[config.mk]
export PLATFORM = sky130hd
export DESIGN_NAME = fetch_frontend
export DESIGN_NICKNAME = d
export VERILOG_FILES = /design/src/fe_pkg.sv /design/src/instr_scan.sv /design/src/bht.sv /design/src/fetch_ctrl.sv /design/src/fetch_frontend.sv
export VERILOG_INCLUDE_DIRS = /design/src
export SDC_FILE = /design/constraint.sdc
export NUM_CORES = 1
export LEC_CHECK = 0
export ABC_AREA = 1
export BUFFER_PORTS_ARGS = -buffer_cell sky130_fd_sc_hd__buf_2
export CORE_MARGIN = 2
export CORE_UTILIZATION = 30
export DETAILED_ROUTE_END_ITERATION = 16
export PLACE_DENSITY = 0.49
export SLEW_MARGIN = 25
export SYNTH_ARGS = -nofsm -noshare
export SYNTH_HDL_FRONTEND = slang
export SYNTH_HIERARCHICAL = 1
export SYNTH_SLANG_ARGS = --single-unit
[constraint.sdc]
create_clock -name clk_i -period 5.2 [get_ports clk_i]
set_input_delay 0 -clock clk_i [delete_from_list [all_inputs] [get_ports clk_i]]
set_output_delay 0 -clock clk_i [all_outputs]
set_load 0.1 [all_outputs]
[src/fe_macros.svh]
// sizes are fixed for RV32 without compressed instructions; the table index must fit below bit 32
`ifndef FE_MACROS_SVH
`define FE_MACROS_SVH

// ------------------------------
// datapath widths
// ------------------------------

// fetch address width, RV32 only
`define FE_XLEN 32

// one uncompressed instruction per fetch
`define FE_INSTR_W 32

// ------------------------------
// branch history table
// ------------------------------

// entry count, kept equal to 2**FE_BHT_IDX_W
`define FE_BHT_ENTRIES 16
`define FE_BHT_IDX_W 4
// word aligned fetch, index starts above the byte offset
`define FE_BHT_IDX_LSB 2

`endif

[src/fe_pkg.sv]
// shared frontend types; widths follow fe_macros.svh and must not be overridden per instance
`default_nettype none

`include "fe_macros.svh"

package fe_pkg;

  // ------------------------------
  // plain vectors
  // ------------------------------

  // fetch and branch target address
  typedef logic [`FE_XLEN-1:0] addr_t;

  // raw 32-bit instruction word
  typedef logic [`FE_INSTR_W-1:0] instr_t;

  // history table index and counter
  typedef logic [`FE_BHT_IDX_W-1:0] bht_idx_t;
  // upper bit set means predict taken
  typedef logic [1:0] bht_cnt_t;

  // ------------------------------
  // enums
  // ------------------------------

  // control flow class of a fetched word
  typedef enum logic [1:0] {
    CF_NONE,
    CF_BRANCH,
    CF_JUMP
  } cf_kind_e;

  // memory handshake and output states of the fetch FSM
  typedef enum logic [1:0] {
    ST_REQ,
    ST_DROP,
    ST_OUT
  } fetch_state_e;

endpackage

`default_nettype wire

[src/instr_scan.sv]
// combinational RV32 scanner; only BRANCH and JAL are recognized, JALR and RVC are left as CF_NONE
`timescale 1ns/1ns
`default_nettype none

`include "fe_macros.svh"

module instr_scan (
  input  fe_pkg::instr_t   instr_i,
  output fe_pkg::cf_kind_e kind_o,
  output fe_pkg::addr_t    imm_o
);

  // major opcodes of interest
  localparam logic [6:0] OPC_BRANCH = 7'b1100011;
  localparam logic [6:0] OPC_JAL    = 7'b1101111;

  logic [6:0]    opcode;
  fe_pkg::addr_t imm_b;
  fe_pkg::addr_t imm_j;

  assign opcode = instr_i[6:0];

  // ------------------------------
  // immediate assembly
  // ------------------------------

  // B-type, bit 0 is always zero
  assign imm_b = {{(`FE_XLEN-12){instr_i[31]}},
                  instr_i[7],
                  instr_i[30:25],
                  instr_i[11:8],
                  1'b0};

  // J-type, +-1 MiB range
  assign imm_j = {{(`FE_XLEN-20){instr_i[31]}},
                  instr_i[19:12],
                  instr_i[20],
                  instr_i[30:21],
                  1'b0};

  // ------------------------------
  // classification
  // ------------------------------

  always_comb begin : classify
    kind_o = fe_pkg::CF_NONE;
    imm_o  = '0;
    case (opcode)
      OPC_BRANCH: begin
        kind_o = fe_pkg::CF_BRANCH;
        imm_o  = imm_b;
      end
      OPC_JAL: begin
        kind_o = fe_pkg::CF_JUMP;
        imm_o  = imm_j;
      end
      // everything else falls through sequentially
      default: begin
        kind_o = fe_pkg::CF_NONE;
        imm_o  = '0;
      end
    endcase
  end

endmodule

`default_nettype wire

[src/bht.sv]
// direct mapped 2-bit history table with no tag, so aliasing branches share one counter
`timescale 1ns/1ns
`default_nettype none

`include "fe_macros.svh"

module bht (
  input  logic          clk_i,
  input  logic          rst_ni,
  input  logic          flush_i,
  input  fe_pkg::addr_t lookup_pc_i,
  output logic          pred_valid_o,
  output logic          pred_taken_o,
  input  logic          update_valid_i,
  input  logic          update_branch_i,
  input  fe_pkg::addr_t update_pc_i,
  input  logic          update_taken_i
);

  localparam int unsigned IDX_MSB = `FE_BHT_IDX_LSB + `FE_BHT_IDX_W - 1;

  logic             valid_q [`FE_BHT_ENTRIES];
  fe_pkg::bht_cnt_t cnt_q   [`FE_BHT_ENTRIES];

  fe_pkg::bht_idx_t lookup_idx;
  fe_pkg::bht_idx_t update_idx;
  logic             update_en;
  fe_pkg::bht_cnt_t cnt_cur;
  fe_pkg::bht_cnt_t cnt_next;

  // ------------------------------
  // read port
  // ------------------------------

  assign lookup_idx   = lookup_pc_i[IDX_MSB:`FE_BHT_IDX_LSB];
  assign pred_valid_o = valid_q[lookup_idx];
  // upper counter bit is the direction
  assign pred_taken_o = cnt_q[lookup_idx][1];

  // ------------------------------
  // update port
  // ------------------------------

  assign update_idx = update_pc_i[IDX_MSB:`FE_BHT_IDX_LSB];
  // only resolved conditional branches train the table
  assign update_en  = update_valid_i & update_branch_i;
  assign cnt_cur    = cnt_q[update_idx];

  always_comb begin : next_count
    if (!valid_q[update_idx]) begin
      // first sighting starts weakly in the resolved direction
      cnt_next = update_taken_i ? 2'd2 : 2'd1;
    end else if (update_taken_i) begin
      cnt_next = (cnt_cur == 2'd3) ? cnt_cur : cnt_cur + 2'd1;
    end else begin
      cnt_next = (cnt_cur == 2'd0) ? cnt_cur : cnt_cur - 2'd1;
    end
  end

  // valid bits, flush wins over a same-cycle update
  always_ff @(posedge clk_i or negedge rst_ni) begin : valid_regs
    if (!rst_ni) begin
      for (int i = 0; i < `FE_BHT_ENTRIES; i++) begin
        valid_q[i] <= 1'b0;
      end
    end else if (flush_i) begin
      for (int i = 0; i < `FE_BHT_ENTRIES; i++) begin
        valid_q[i] <= 1'b0;
      end
    end else if (update_en) begin
      valid_q[update_idx] <= 1'b1;
    end
  end

  // counter storage, meaningless while the valid bit is low
  always_ff @(posedge clk_i) begin : cnt_regs
    if (update_en) begin
      cnt_q[update_idx] <= cnt_next;
    end
  end

endmodule

`default_nettype wire

[src/fetch_ctrl.sv]
// one fetch in flight over four-phase req/ack; redirect inputs must be single-cycle pulses
`timescale 1ns/1ns
`default_nettype none

`include "fe_macros.svh"

module fetch_ctrl (
  input  logic             clk_i,
  input  logic             rst_ni,
  input  fe_pkg::addr_t    boot_addr_i,
  output logic             mem_req_o,
  output fe_pkg::addr_t    mem_addr_o,
  input  logic             mem_ack_i,
  input  fe_pkg::instr_t   mem_rdata_i,
  output fe_pkg::addr_t    fetch_pc_o,
  output fe_pkg::instr_t   fetch_instr_o,
  input  fe_pkg::cf_kind_e scan_kind_i,
  input  fe_pkg::addr_t    scan_imm_i,
  input  logic             bht_valid_i,
  input  logic             bht_taken_i,
  input  logic             ex_valid_i,
  input  fe_pkg::addr_t    trap_vector_i,
  input  logic             eret_i,
  input  fe_pkg::addr_t    epc_i,
  input  logic             resolve_valid_i,
  input  logic             resolve_mispredict_i,
  input  fe_pkg::addr_t    resolve_target_i,
  output logic             entry_valid_o,
  output fe_pkg::addr_t    entry_pc_o,
  output fe_pkg::instr_t   entry_instr_o,
  output logic             entry_pred_taken_o,
  output fe_pkg::addr_t    entry_pred_target_o,
  input  logic             entry_ready_i
);

  fe_pkg::fetch_state_e state_q, state_d;
  fe_pkg::addr_t        pc_q, pc_d;
  // address held stable while req is high
  fe_pkg::addr_t        addr_q;
  // captured word, doubles as the output register
  fe_pkg::addr_t        fetch_pc_q;
  fe_pkg::instr_t       fetch_instr_q;

  logic load_q;
  logic stale_q;
  logic valid_q;
  logic first_q;
  logic taken_q;

  logic mispredict;
  logic redirect;
  logic capture;
  logic launch;
  logic pending;
  logic pred_taken;
  fe_pkg::addr_t jump_target;
  fe_pkg::addr_t seq_target;

  assign mispredict = resolve_valid_i & resolve_mispredict_i;
  assign redirect   = ex_valid_i | eret_i | mispredict;
  assign capture    = (state_q == fe_pkg::ST_REQ) & mem_ack_i;
  // entry still owed to decode after this edge
  assign pending    = valid_q & ~entry_ready_i & ~redirect;

  // ------------------------------
  // prediction
  // ------------------------------

  assign fetch_pc_o    = fetch_pc_q;
  assign fetch_instr_o = fetch_instr_q;

  always_comb begin : predict
    case (scan_kind_i)
      fe_pkg::CF_JUMP:   pred_taken = 1'b1;
      // dynamic if trained, else backward taken / forward not taken
      fe_pkg::CF_BRANCH: pred_taken = bht_valid_i ? bht_taken_i : scan_imm_i[`FE_XLEN-1];
      default:           pred_taken = 1'b0;
    endcase
  end

  assign jump_target = fetch_pc_q + scan_imm_i;
  assign seq_target  = fetch_pc_q + fe_pkg::addr_t'(4);

  // table may retrain while decode stalls, so direction is frozen after the first cycle
  assign entry_pred_taken_o  = first_q ? pred_taken : taken_q;
  assign entry_pred_target_o = entry_pred_taken_o ? jump_target : seq_target;

  // a redirect withdraws the entry in the same cycle
  assign entry_valid_o = valid_q & ~redirect;
  assign entry_pc_o    = fetch_pc_q;
  assign entry_instr_o = fetch_instr_q;

  // ------------------------------
  // next PC, lowest priority first
  // ------------------------------

  always_comb begin : next_pc
    pc_d = pc_q;
    if (load_q) begin
      pc_d = boot_addr_i;
    end
    if (first_q) begin
      pc_d = entry_pred_target_o;
    end
    if (mispredict) begin
      pc_d = resolve_target_i;
    end
    if (eret_i) begin
      pc_d = epc_i;
    end
    if (ex_valid_i) begin
      pc_d = trap_vector_i;
    end
  end

  // ------------------------------
  // fetch FSM
  // ------------------------------

  assign mem_req_o  = (state_q == fe_pkg::ST_REQ);
  assign mem_addr_o = addr_q;

  always_comb begin : fsm
    state_d = state_q;
    launch  = 1'b0;
    case (state_q)
      fe_pkg::ST_REQ: begin
        if (mem_ack_i) begin
          state_d = fe_pkg::ST_DROP;
        end
      end
      fe_pkg::ST_DROP: begin
        // req may only rise again once ack is seen low
        if (!mem_ack_i) begin
          if (pending) begin
            state_d = fe_pkg::ST_OUT;
          end else begin
            state_d = fe_pkg::ST_REQ;
            launch  = 1'b1;
          end
        end
      end
      fe_pkg::ST_OUT: begin
        if (!pending) begin
          state_d = fe_pkg::ST_REQ;
          launch  = 1'b1;
        end
      end
      default: state_d = fe_pkg::ST_DROP;
    endcase
  end

  // reset parks in ST_DROP with ack low, so the boot fetch launches right away
  always_ff @(posedge clk_i or negedge rst_ni) begin : ctrl_regs
    if (!rst_ni) begin
      state_q <= fe_pkg::ST_DROP;
      pc_q    <= '0;
      load_q  <= 1'b1;
      stale_q <= 1'b0;
      valid_q <= 1'b0;
      first_q <= 1'b0;
      taken_q <= 1'b0;
    end else begin
      state_q <= state_d;
      pc_q    <= pc_d;
      load_q  <= 1'b0;
      first_q <= 1'b0;
      if (first_q) begin
        taken_q <= pred_taken;
      end
      if (redirect || entry_ready_i) begin
        valid_q <= 1'b0;
      end
      if (capture) begin
        // stale words finish the handshake but never reach decode
        stale_q <= 1'b0;
        valid_q <= ~stale_q & ~redirect;
        first_q <= ~stale_q & ~redirect;
      end else if (redirect && state_q == fe_pkg::ST_REQ) begin
        stale_q <= 1'b1;
      end
    end
  end

  // payload registers
  always_ff @(posedge clk_i) begin : data_regs
    if (launch) begin
      addr_q <= pc_d;
    end
    if (capture) begin
      fetch_pc_q    <= addr_q;
      fetch_instr_q <= mem_rdata_i;
    end
  end

endmodule

`default_nettype wire

[src/fetch_frontend.sv]
// top of the fetch frontend; boot_addr_i must be stable from reset release until the first ack
`timescale 1ns/1ns
`default_nettype none

module fetch_frontend (
  input  logic           clk_i,
  input  logic           rst_ni,
  input  fe_pkg::addr_t  boot_addr_i,
  input  logic           flush_bp_i,
  // instruction memory, four-phase req/ack
  output logic           mem_req_o,
  output fe_pkg::addr_t  mem_addr_o,
  input  logic           mem_ack_i,
  input  fe_pkg::instr_t mem_rdata_i,
  // decode, valid/ready
  output logic           entry_valid_o,
  output fe_pkg::addr_t  entry_pc_o,
  output fe_pkg::instr_t entry_instr_o,
  output logic           entry_pred_taken_o,
  output fe_pkg::addr_t  entry_pred_target_o,
  input  logic           entry_ready_i,
  // execute resolve pulses
  input  logic           resolve_valid_i,
  input  logic           resolve_branch_i,
  input  fe_pkg::addr_t  resolve_pc_i,
  input  logic           resolve_taken_i,
  input  logic           resolve_mispredict_i,
  input  fe_pkg::addr_t  resolve_target_i,
  // trap and return redirects
  input  logic           ex_valid_i,
  input  fe_pkg::addr_t  trap_vector_i,
  input  logic           eret_i,
  input  fe_pkg::addr_t  epc_i
);

  // captured word and its address, shared by scanner and table
  fe_pkg::addr_t    fetch_pc;
  fe_pkg::instr_t   fetch_instr;
  fe_pkg::cf_kind_e scan_kind;
  fe_pkg::addr_t    scan_imm;
  logic             bht_valid;
  logic             bht_taken;

  // ------------------------------
  // predictors
  // ------------------------------

  instr_scan i_instr_scan (
    .instr_i (fetch_instr),
    .kind_o  (scan_kind),
    .imm_o   (scan_imm)
  );

  // trained directly from resolve, independent of redirect handling
  bht i_bht (
    .clk_i           (clk_i),
    .rst_ni          (rst_ni),
    .flush_i         (flush_bp_i),
    .lookup_pc_i     (fetch_pc),
    .pred_valid_o    (bht_valid),
    .pred_taken_o    (bht_taken),
    .update_valid_i  (resolve_valid_i),
    .update_branch_i (resolve_branch_i),
    .update_pc_i     (resolve_pc_i),
    .update_taken_i  (resolve_taken_i)
  );

  // ------------------------------
  // controller
  // ------------------------------

  fetch_ctrl i_fetch_ctrl (
    .clk_i                (clk_i),
    .rst_ni               (rst_ni),
    .boot_addr_i          (boot_addr_i),
    .mem_req_o            (mem_req_o),
    .mem_addr_o           (mem_addr_o),
    .mem_ack_i            (mem_ack_i),
    .mem_rdata_i          (mem_rdata_i),
    .fetch_pc_o           (fetch_pc),
    .fetch_instr_o        (fetch_instr),
    .scan_kind_i          (scan_kind),
    .scan_imm_i           (scan_imm),
    .bht_valid_i          (bht_valid),
    .bht_taken_i          (bht_taken),
    .ex_valid_i           (ex_valid_i),
    .trap_vector_i        (trap_vector_i),
    .eret_i               (eret_i),
    .epc_i                (epc_i),
    .resolve_valid_i      (resolve_valid_i),
    .resolve_mispredict_i (resolve_mispredict_i),
    .resolve_target_i     (resolve_target_i),
    .entry_valid_o        (entry_valid_o),
    .entry_pc_o           (entry_pc_o),
    .entry_instr_o        (entry_instr_o),
    .entry_pred_taken_o   (entry_pred_taken_o),
    .entry_pred_target_o  (entry_pred_target_o),
    .entry_ready_i        (entry_ready_i)
  );

endmodule

`default_nettype wire

After elaboration in Yosys (flattened, before gate mapping)
Memories as Yosys holds them, arrays and structs flattened. A register that Yosys moved wholly into a read port is not among the register bits.
Cells that the tools add are included.
- reductions and logical operators: 9
- mux-type cells: 42
- bitwise logic cells: 15
- eq/ne operators: 10
- magnitude comparators: 3
- add/sub/neg operators: 4
- operators by type and width (kind ; count):
    2-to-1 mux 32 bit ; 6
    case mux 32 bit (2 select lines) ; 1
    adder 32 x 3 -> 32 bit (second input constant) ; 1
    adder 32 bit ; 1
    2-to-1 mux 16 bit ; 2
    2-to-1 mux 2 bit ; 9
    2-to-1 mux 1 bit ; 16
    bitwise OR 16 bit ; 1
    == test 7 bit (second input constant) ; 2
    greater-or-equal comparator 5 bit (second input constant) ; 2
    NOT 4 -> 5 bit ; 2
    binary-select mux 1 bit (select 4 bit) ; 2
    AND 1 bit ; 7
    == test 2 bit (second input constant) ; 3
    case mux 2 bit (3 select lines) ; 1
    nonzero test 2 bit ; 3
    less-than comparator 5 x 1 -> 1 bit (second input constant) ; 1
    demux 1 bit (select 4 bit) ; 1
    == test 2 x 1 -> 1 bit (second input constant) ; 2
    zero test 2 bit ; 2
    2-to-1 mux 4 bit ; 1
    != test 2 bit (second input constant) ; 2
    case mux 1 bit (2 select lines) ; 2
    case mux 2 bit (2 select lines) ; 1
    8 further kinds ; 12
- bits in registers: 151
- word-level logic and storage cells: 110
- memories: 1
- output and inout port bits: 131
- memory bits (writable): 32
- memories (memory ; words ; bits a word ; read ports ; clocked after Yosys merged registers in ; write ports ; RTL line ; RTL):
    i_bht.cnt_q ; 16 ; 2 ; 2 ; 1 ; 1 ; bht.sv:23 ; fe_pkg::bht_cnt_t cnt_q [`FE_BHT_ENTRIES];

Depth between registers and ports, before layout
- word-level depth: 12
- mapped depth: 23
- gate-level depth less buffers: 21

Modules after synthesis
Netlist, hierarchy kept.
- by module, submodules not included (module ; cells each ; instances ; seq. area each (um^2) ; area each (um^2)):
    fetch_ctrl ; 1343 ; 1 ; 3861.2 ; 9716.8
    bht ; 333 ; 1 ; 1361.3 ; 2551.2
    instr_scan ; 82 ; 1 ; 0.0 ; 456.7

Worst setup path after synthesis
No wires, ideal clock.
- path kind: flip-flop to flip-flop
- from: register i_fetch_ctrl.fetch_pc_q[2] (netlist: i_fetch_ctrl/entry_pc_o[2])
- to: register i_fetch_ctrl.addr_q[2] (netlist: i_fetch_ctrl/mem_addr_o[2]) (data pin)
- path slack: 83 ps
- buffers on the path: 3
- period minus slack after synthesis: 5117 ps
- cell stages (with the launch flop): 20
- required time: 5064 ps
- arrival time: 4981 ps
- path through: edfxtp_1 -> buf_4 -> clkbuf_1 -> nand2_1 -> o211ai_1 -> nand2_1 -> o211ai_1 -> nand2_1 -> nand2_1 -> o21ai_1 -> nand2_1 -> nand2_1 -> nand2_1 -> nand2_2 -> buf_2 -> o21ai_0 -> o211ai_1 -> nand3_1 -> nand2_1 -> nand2_1
- word-level cells in the longest chain between the ends: 12
- elaborated cells on any way between the ends: 14
- classes of those cells: add/sub (2); mux (11); bitwise (1)
- ends and longest elaborated chain (what ; RTL line ; RTL):
    start, declared ; fetch_ctrl.sv:41 ; fe_pkg::addr_t fetch_pc_q;
    start signal, assigned ; fetch_ctrl.sv:191 ; fetch_pc_q <= addr_q;
    NOT 4 -> 5 bit (implied by the code) ; bht.sv:36 ; assign pred_valid_o = valid_q[lookup_idx];
    binary-select mux 1 bit (select 4 bit) ; bht.sv:36 ;
    2-to-1 mux 1 bit (implied by the code) (2 in a row) ; bht.sv:36 ;
    2-to-1 mux 1 bit ; fetch_ctrl.sv:76 ; fe_pkg::CF_BRANCH: pred_taken = bht_valid_i ? bht_taken_i : scan_imm_i[`FE_XLEN-1];
    case mux 1 bit (2 select lines) ; fetch_ctrl.sv:73 ; case (scan_kind_i)
    2-to-1 mux 1 bit ; n/a ;
    2-to-1 mux 32 bit (*) ; fetch_ctrl.sv:86 ; assign entry_pred_target_o = entry_pred_taken_o ? jump_target : seq_target;
    net entry_pred_target_o[2] ; fetch_frontend.sv:20 ; output fe_pkg::addr_t entry_pred_target_o,
    2-to-1 mux 32 bit (*) ; fetch_ctrl.sv:102 ; if (first_q) begin
    2-to-1 mux 32 bit (*) ; fetch_ctrl.sv:105 ; if (mispredict) begin
    2-to-1 mux 32 bit (*) ; fetch_ctrl.sv:108 ; if (eret_i) begin
    2-to-1 mux 32 bit (*) ; fetch_ctrl.sv:111 ; if (ex_valid_i) begin
    net i_fetch_ctrl.pc_d[2] ; fetch_ctrl.sv:37 ; fe_pkg::addr_t pc_q, pc_d;
    end signal, assigned ; fetch_ctrl.sv:188 ; addr_q <= pc_d;
    end, declared ; fetch_ctrl.sv:39 ; fe_pkg::addr_t addr_q;
Mark *: on every way through the listed nets, which the timed path passes. The rest lies on a longest branch. The select of a mux whose other input is x is not followed.
A chain may end at the register's enable or synchronous reset.

Worst setup path after layout
- from: register i_fetch_ctrl.fetch_instr_q[2] (netlist: i_fetch_ctrl/entry_instr_o[2])
- to: register i_fetch_ctrl.addr_q[8] (netlist: i_fetch_ctrl/mem_addr_o[8]) (data pin)
- word-level cells in the longest chain between the ends: 10
- elaborated cells on any way between the ends: 15
- classes of those cells: add/sub (1); eq/ne (4); mux (10)
- ends and longest elaborated chain (what ; RTL line ; RTL):
    start, declared ; fetch_ctrl.sv:42 ; fe_pkg::instr_t fetch_instr_q;
    start signal, assigned ; fetch_ctrl.sv:192 ; fetch_instr_q <= mem_rdata_i;
    branches (longest 5 deep; another with adder 32 bit) ; n/a ;
    2-to-1 mux 32 bit (*) ; fetch_ctrl.sv:86 ;
    2-to-1 mux 32 bit (*) ; fetch_ctrl.sv:102 ;
    2-to-1 mux 32 bit (*) ; fetch_ctrl.sv:105 ;
    2-to-1 mux 32 bit (*) ; fetch_ctrl.sv:108 ;
    2-to-1 mux 32 bit (*) ; fetch_ctrl.sv:111 ;
    net i_fetch_ctrl.pc_d[8] ; fetch_ctrl.sv:37 ;
Mark *: on every way through the listed nets, which the timed path passes.

==> results.txt <==
The max-slew violation count came to 0. In this run the worst hold path is classified as input pin to flop. The floorplan has 74 rows. The most frequent standard cell in the layout excluding fill and tap cells is nand2_1. The total number of vias is 12,520. The number of setup violations in the final report is 0.

In this design, the critical path's most frequently occurring cell is nand2_1. The share of post-route cells with drive strength above 1 is 19.28%. The kind of cell with the highest combined delay along the critical path is buffers and inverters. The switching power of the nets is 2.932 mW. The period utilization is around nine tenths. The largest stage delay on the critical path came out at 0.58 ns. The routed wire length is 49,020 um. The depth of the worst register-to-register path is 21. Setup repair after global routing left no endpoint under its margin. The starting DRC count in detailed routing came out at ~800. The startpoint of the most critical register-to-register path is i_fetch_ctrl/entry_instr_o[2]. The instance count after placement with tap cells included is 2,475. The worst setup path is launched from a flop. The count of cells resized by post-cts repair came out at 0.

In the routed layout, each cell is associated on average with a via count of 4.772. The origin of the worst min-delay path is epc_i[18]. The mean post-synth cell area is 7.234 um^2. The final worst-path setup slack is 0.5306 ns. For this design, the sink count on the clock tree is around 180.

The combinational share of power is 43.7%. After clock tree synthesis, the clock-pin slew on the worst setup and hold paths is 0.07 ns. The die covers 43,360 um^2.

The max-cap check violation count is 0. The global-route total usage across every layer came out at 22.53%. The largest individual stage delay along the critical path comes from the cell dlygate4sd3_1. The post-detailed-route count of antenna-violating nets came out at 0. From bottom edge to top edge, the die measures 208.2 um. The area of the core is a little over 40,000 um^2.

The largest vdd supply drop is 0.0002125 V. The number of synthesis warnings came out at 6. The final instance count without filler cells came out at 2,623. The worst setup timing slack at the placement stage came out at 1.363 ns. Traced cell by cell, the critical path runs through inv_1 > nand2_1 > nor2_2 > buf_4 > nand3_2 > nand2_1 > inv_1 > o21ai_1 > nand2_1 > nand2_1 > nand2_1 > nand2_2 > inv_2 > nand3_1 > o21ai_1 > nand2_1 > o211ai_1 > o211ai_1 > dlygate4sd3_1 > nand2_1 > dlygate4sd3_1. The number of H-tree branching levels is 4. The initial antenna violation count is 2. The die is 208.2 um wide. The share of total power in the clock network is 21.9%.

The arrival time reported for the critical path endpoint came out at 4.87 ns. The fmax came out at 0.2142 GHz. The switching part of the total is between 40% and 50%. The number of global-route vias before repair came out at 12,230. The flow ran to the end, and the final reports show no timing, DRC or antenna violations. In this run the clock root is driven by a clkbuf_16. The total number of nets in the final design came out at ~2,300. The minimum clock period after layout came out at about 4.7 ns.

Across the routed clock network, the largest skew measured is 0.02258 ns. The residual DRC count is 0. Along the worst path, the maximum fanout reaches 25. For the pin with the worst max-slew slack, the measured transition is 0.9944 ns. The synthesized netlist net count is 1,971. The post-synthesis instance area is ~13,000 um^2. The number of placed I/O pins came out at 334. The number of buffers on the longest clock path came out at 2. The kind of end point of the critical path is a flop. The global placement routability congestion is 0.9191.

The clock insertion delay at the later pin of the skew report is between 0.4 and 0.5 ns. The number of buffer and inverter stages on the critical path came out at 6. The remaining global-route overflow came out at 0. The worst relative slew slack is 33.71%. Data on the critical path is required at its endpoint by 5.40 ns. The internal power contribution is 3.019 mW. The number of hold violations in the final report is 0. The synthesized netlist cell count is 1,730. For this run, the detailed router's first-pass iteration total came to 5. After routing, the total negative slack on setup checks comes to 0 ns. The depth of the worst hold-timing path is 3. The post-synthesis to final-layout area growth is 26.97%. The mean routed wirelength per cell is 18.69 um. For this configuration, the core starts out at a cell density of 30.51%. Leaving out fill and tap cells, the most frequent cells in the layout are nand2_1 (621), buf_2 (305), nor2_1 (185). The cell area power density came out at 374.5 nW/um^2. The sequential power share is 34.3%. The half-perimeter wire length after detailed placement came out at 37,360 um.

The worst setup path is of the flop to flop kind. The endpoint identified for the worst register-to-register timing path is i_fetch_ctrl/mem_addr_o[8]. The first-pass GRT wire length is 73,330 um. The TritonCTS clock tree is yes.

The static leakage is about 7.7 nW. The completed layout was analyzed and its total power is roughly 6 mW. The worst register-to-register path has a setup slack of 0.53 ns.

The path with the worst hold slack has its endpoint at i_fetch_ctrl/mem_addr_o[18]. The number of buffers created by CTS is 17. The maximum number of pins on one net before global-route repair came out at 56. The count of input and output buffers is 305.
[power by group through the flow]
stage                     clock network, mW  logic [mW]  registers (mW)
after floorplan                           0        1.13            2.88
after global placement                    0        2.49            2.08
after detailed placement                  0        2.50            2.08
after CTS                              1.34        2.59            2.05
after global routing                   1.40        2.75            2.06
final                                  1.30        2.60            2.04
[per-layer routing]
| layer | GRT usage, % | up-vias | part of all wire (%) |
|---|---|---|---|
| met5 | 0 | - | 0.014 |
| met4 | 7.120 | 2 | 2.4 |
| met3 | 4.121 | 52 | 6.0 |
| met2 | 36.07 | 430 | 45 |
| met1 | 30.78 | 5814 | 46 |
| li1 | - | 6220 | - |
[layout make-up]
| type | count | area, um^2 |
|---|---|---|
| clock buffer | 20 | 436.7 |
| multi-input combinational | 1255 | 5959 |
| clock inverter | 12 | 128.9 |
| antenna | 1 | 2.502 |
| fill | 4325 | 25130 |
| sequential | 183 | 5223 |
| timing repair buffer | 431 | 2765 |
| inverter | 189 | 709.4 |
| tap | 532 | 665.6 |
[metrics by stage]
stage	utilization (%)	hold slack (ns)	instance area (um^2)
2_1_floorplan	-	-0.2956	12510
3_3_place_gp	34.52	0.1767	14160
3_5_place_dp	34.52	0.1781	14160
4_1_cts	38.68	0.004513	15870
5_1_grt	38.74	0.03693	15890
6_report	38.74	0.001816	15890
[worst min-delay path: stages]
cell and delay (ns):
buf_2 0.08, a21oi_1 0.05, a21oi_1 0.19
[registers in the layout, indices dropped and copies added (netlist names), 2 cells and up]
signal and cells:
i_bht/cnt_q 32, i_fetch_ctrl/entry_instr_o 32, i_fetch_ctrl/entry_pc_o 32, i_fetch_ctrl/pc_q 32, i_fetch_ctrl/mem_addr_o 32, i_fetch_ctrl/state_q 2, i_bht/valid_q 16
[worst max path at each step]
stage	startpoint	end	slack, ns	depth (start not counted)
finish	i_fetch_ctrl/entry_instr_o[2]	i_fetch_ctrl/mem_addr_o[8]	0.53	21
global route	i_fetch_ctrl/entry_instr_o[2]	i_fetch_ctrl/mem_addr_o[8]	0.12	21
CTS	i_fetch_ctrl/entry_pc_o[2]	i_fetch_ctrl/mem_addr_o[8]	0.44	19
detailed placement	i_fetch_ctrl/entry_pc_o[2]	entry_pred_target_o[13]	1.36	14
global placement	i_fetch_ctrl/entry_pc_o[2]	entry_pred_target_o[13]	1.34	14
floorplan	i_fetch_ctrl/entry_pc_o[2]	i_fetch_ctrl/mem_addr_o[2]	0.08	19
[timing repair]
item | in CTS | in global routing
hold buffers | 114 | 0
buffers inserted | 0 | 0
endpoints found under the hold margin | 170 | 0
(Power assumes the default switching activity.)
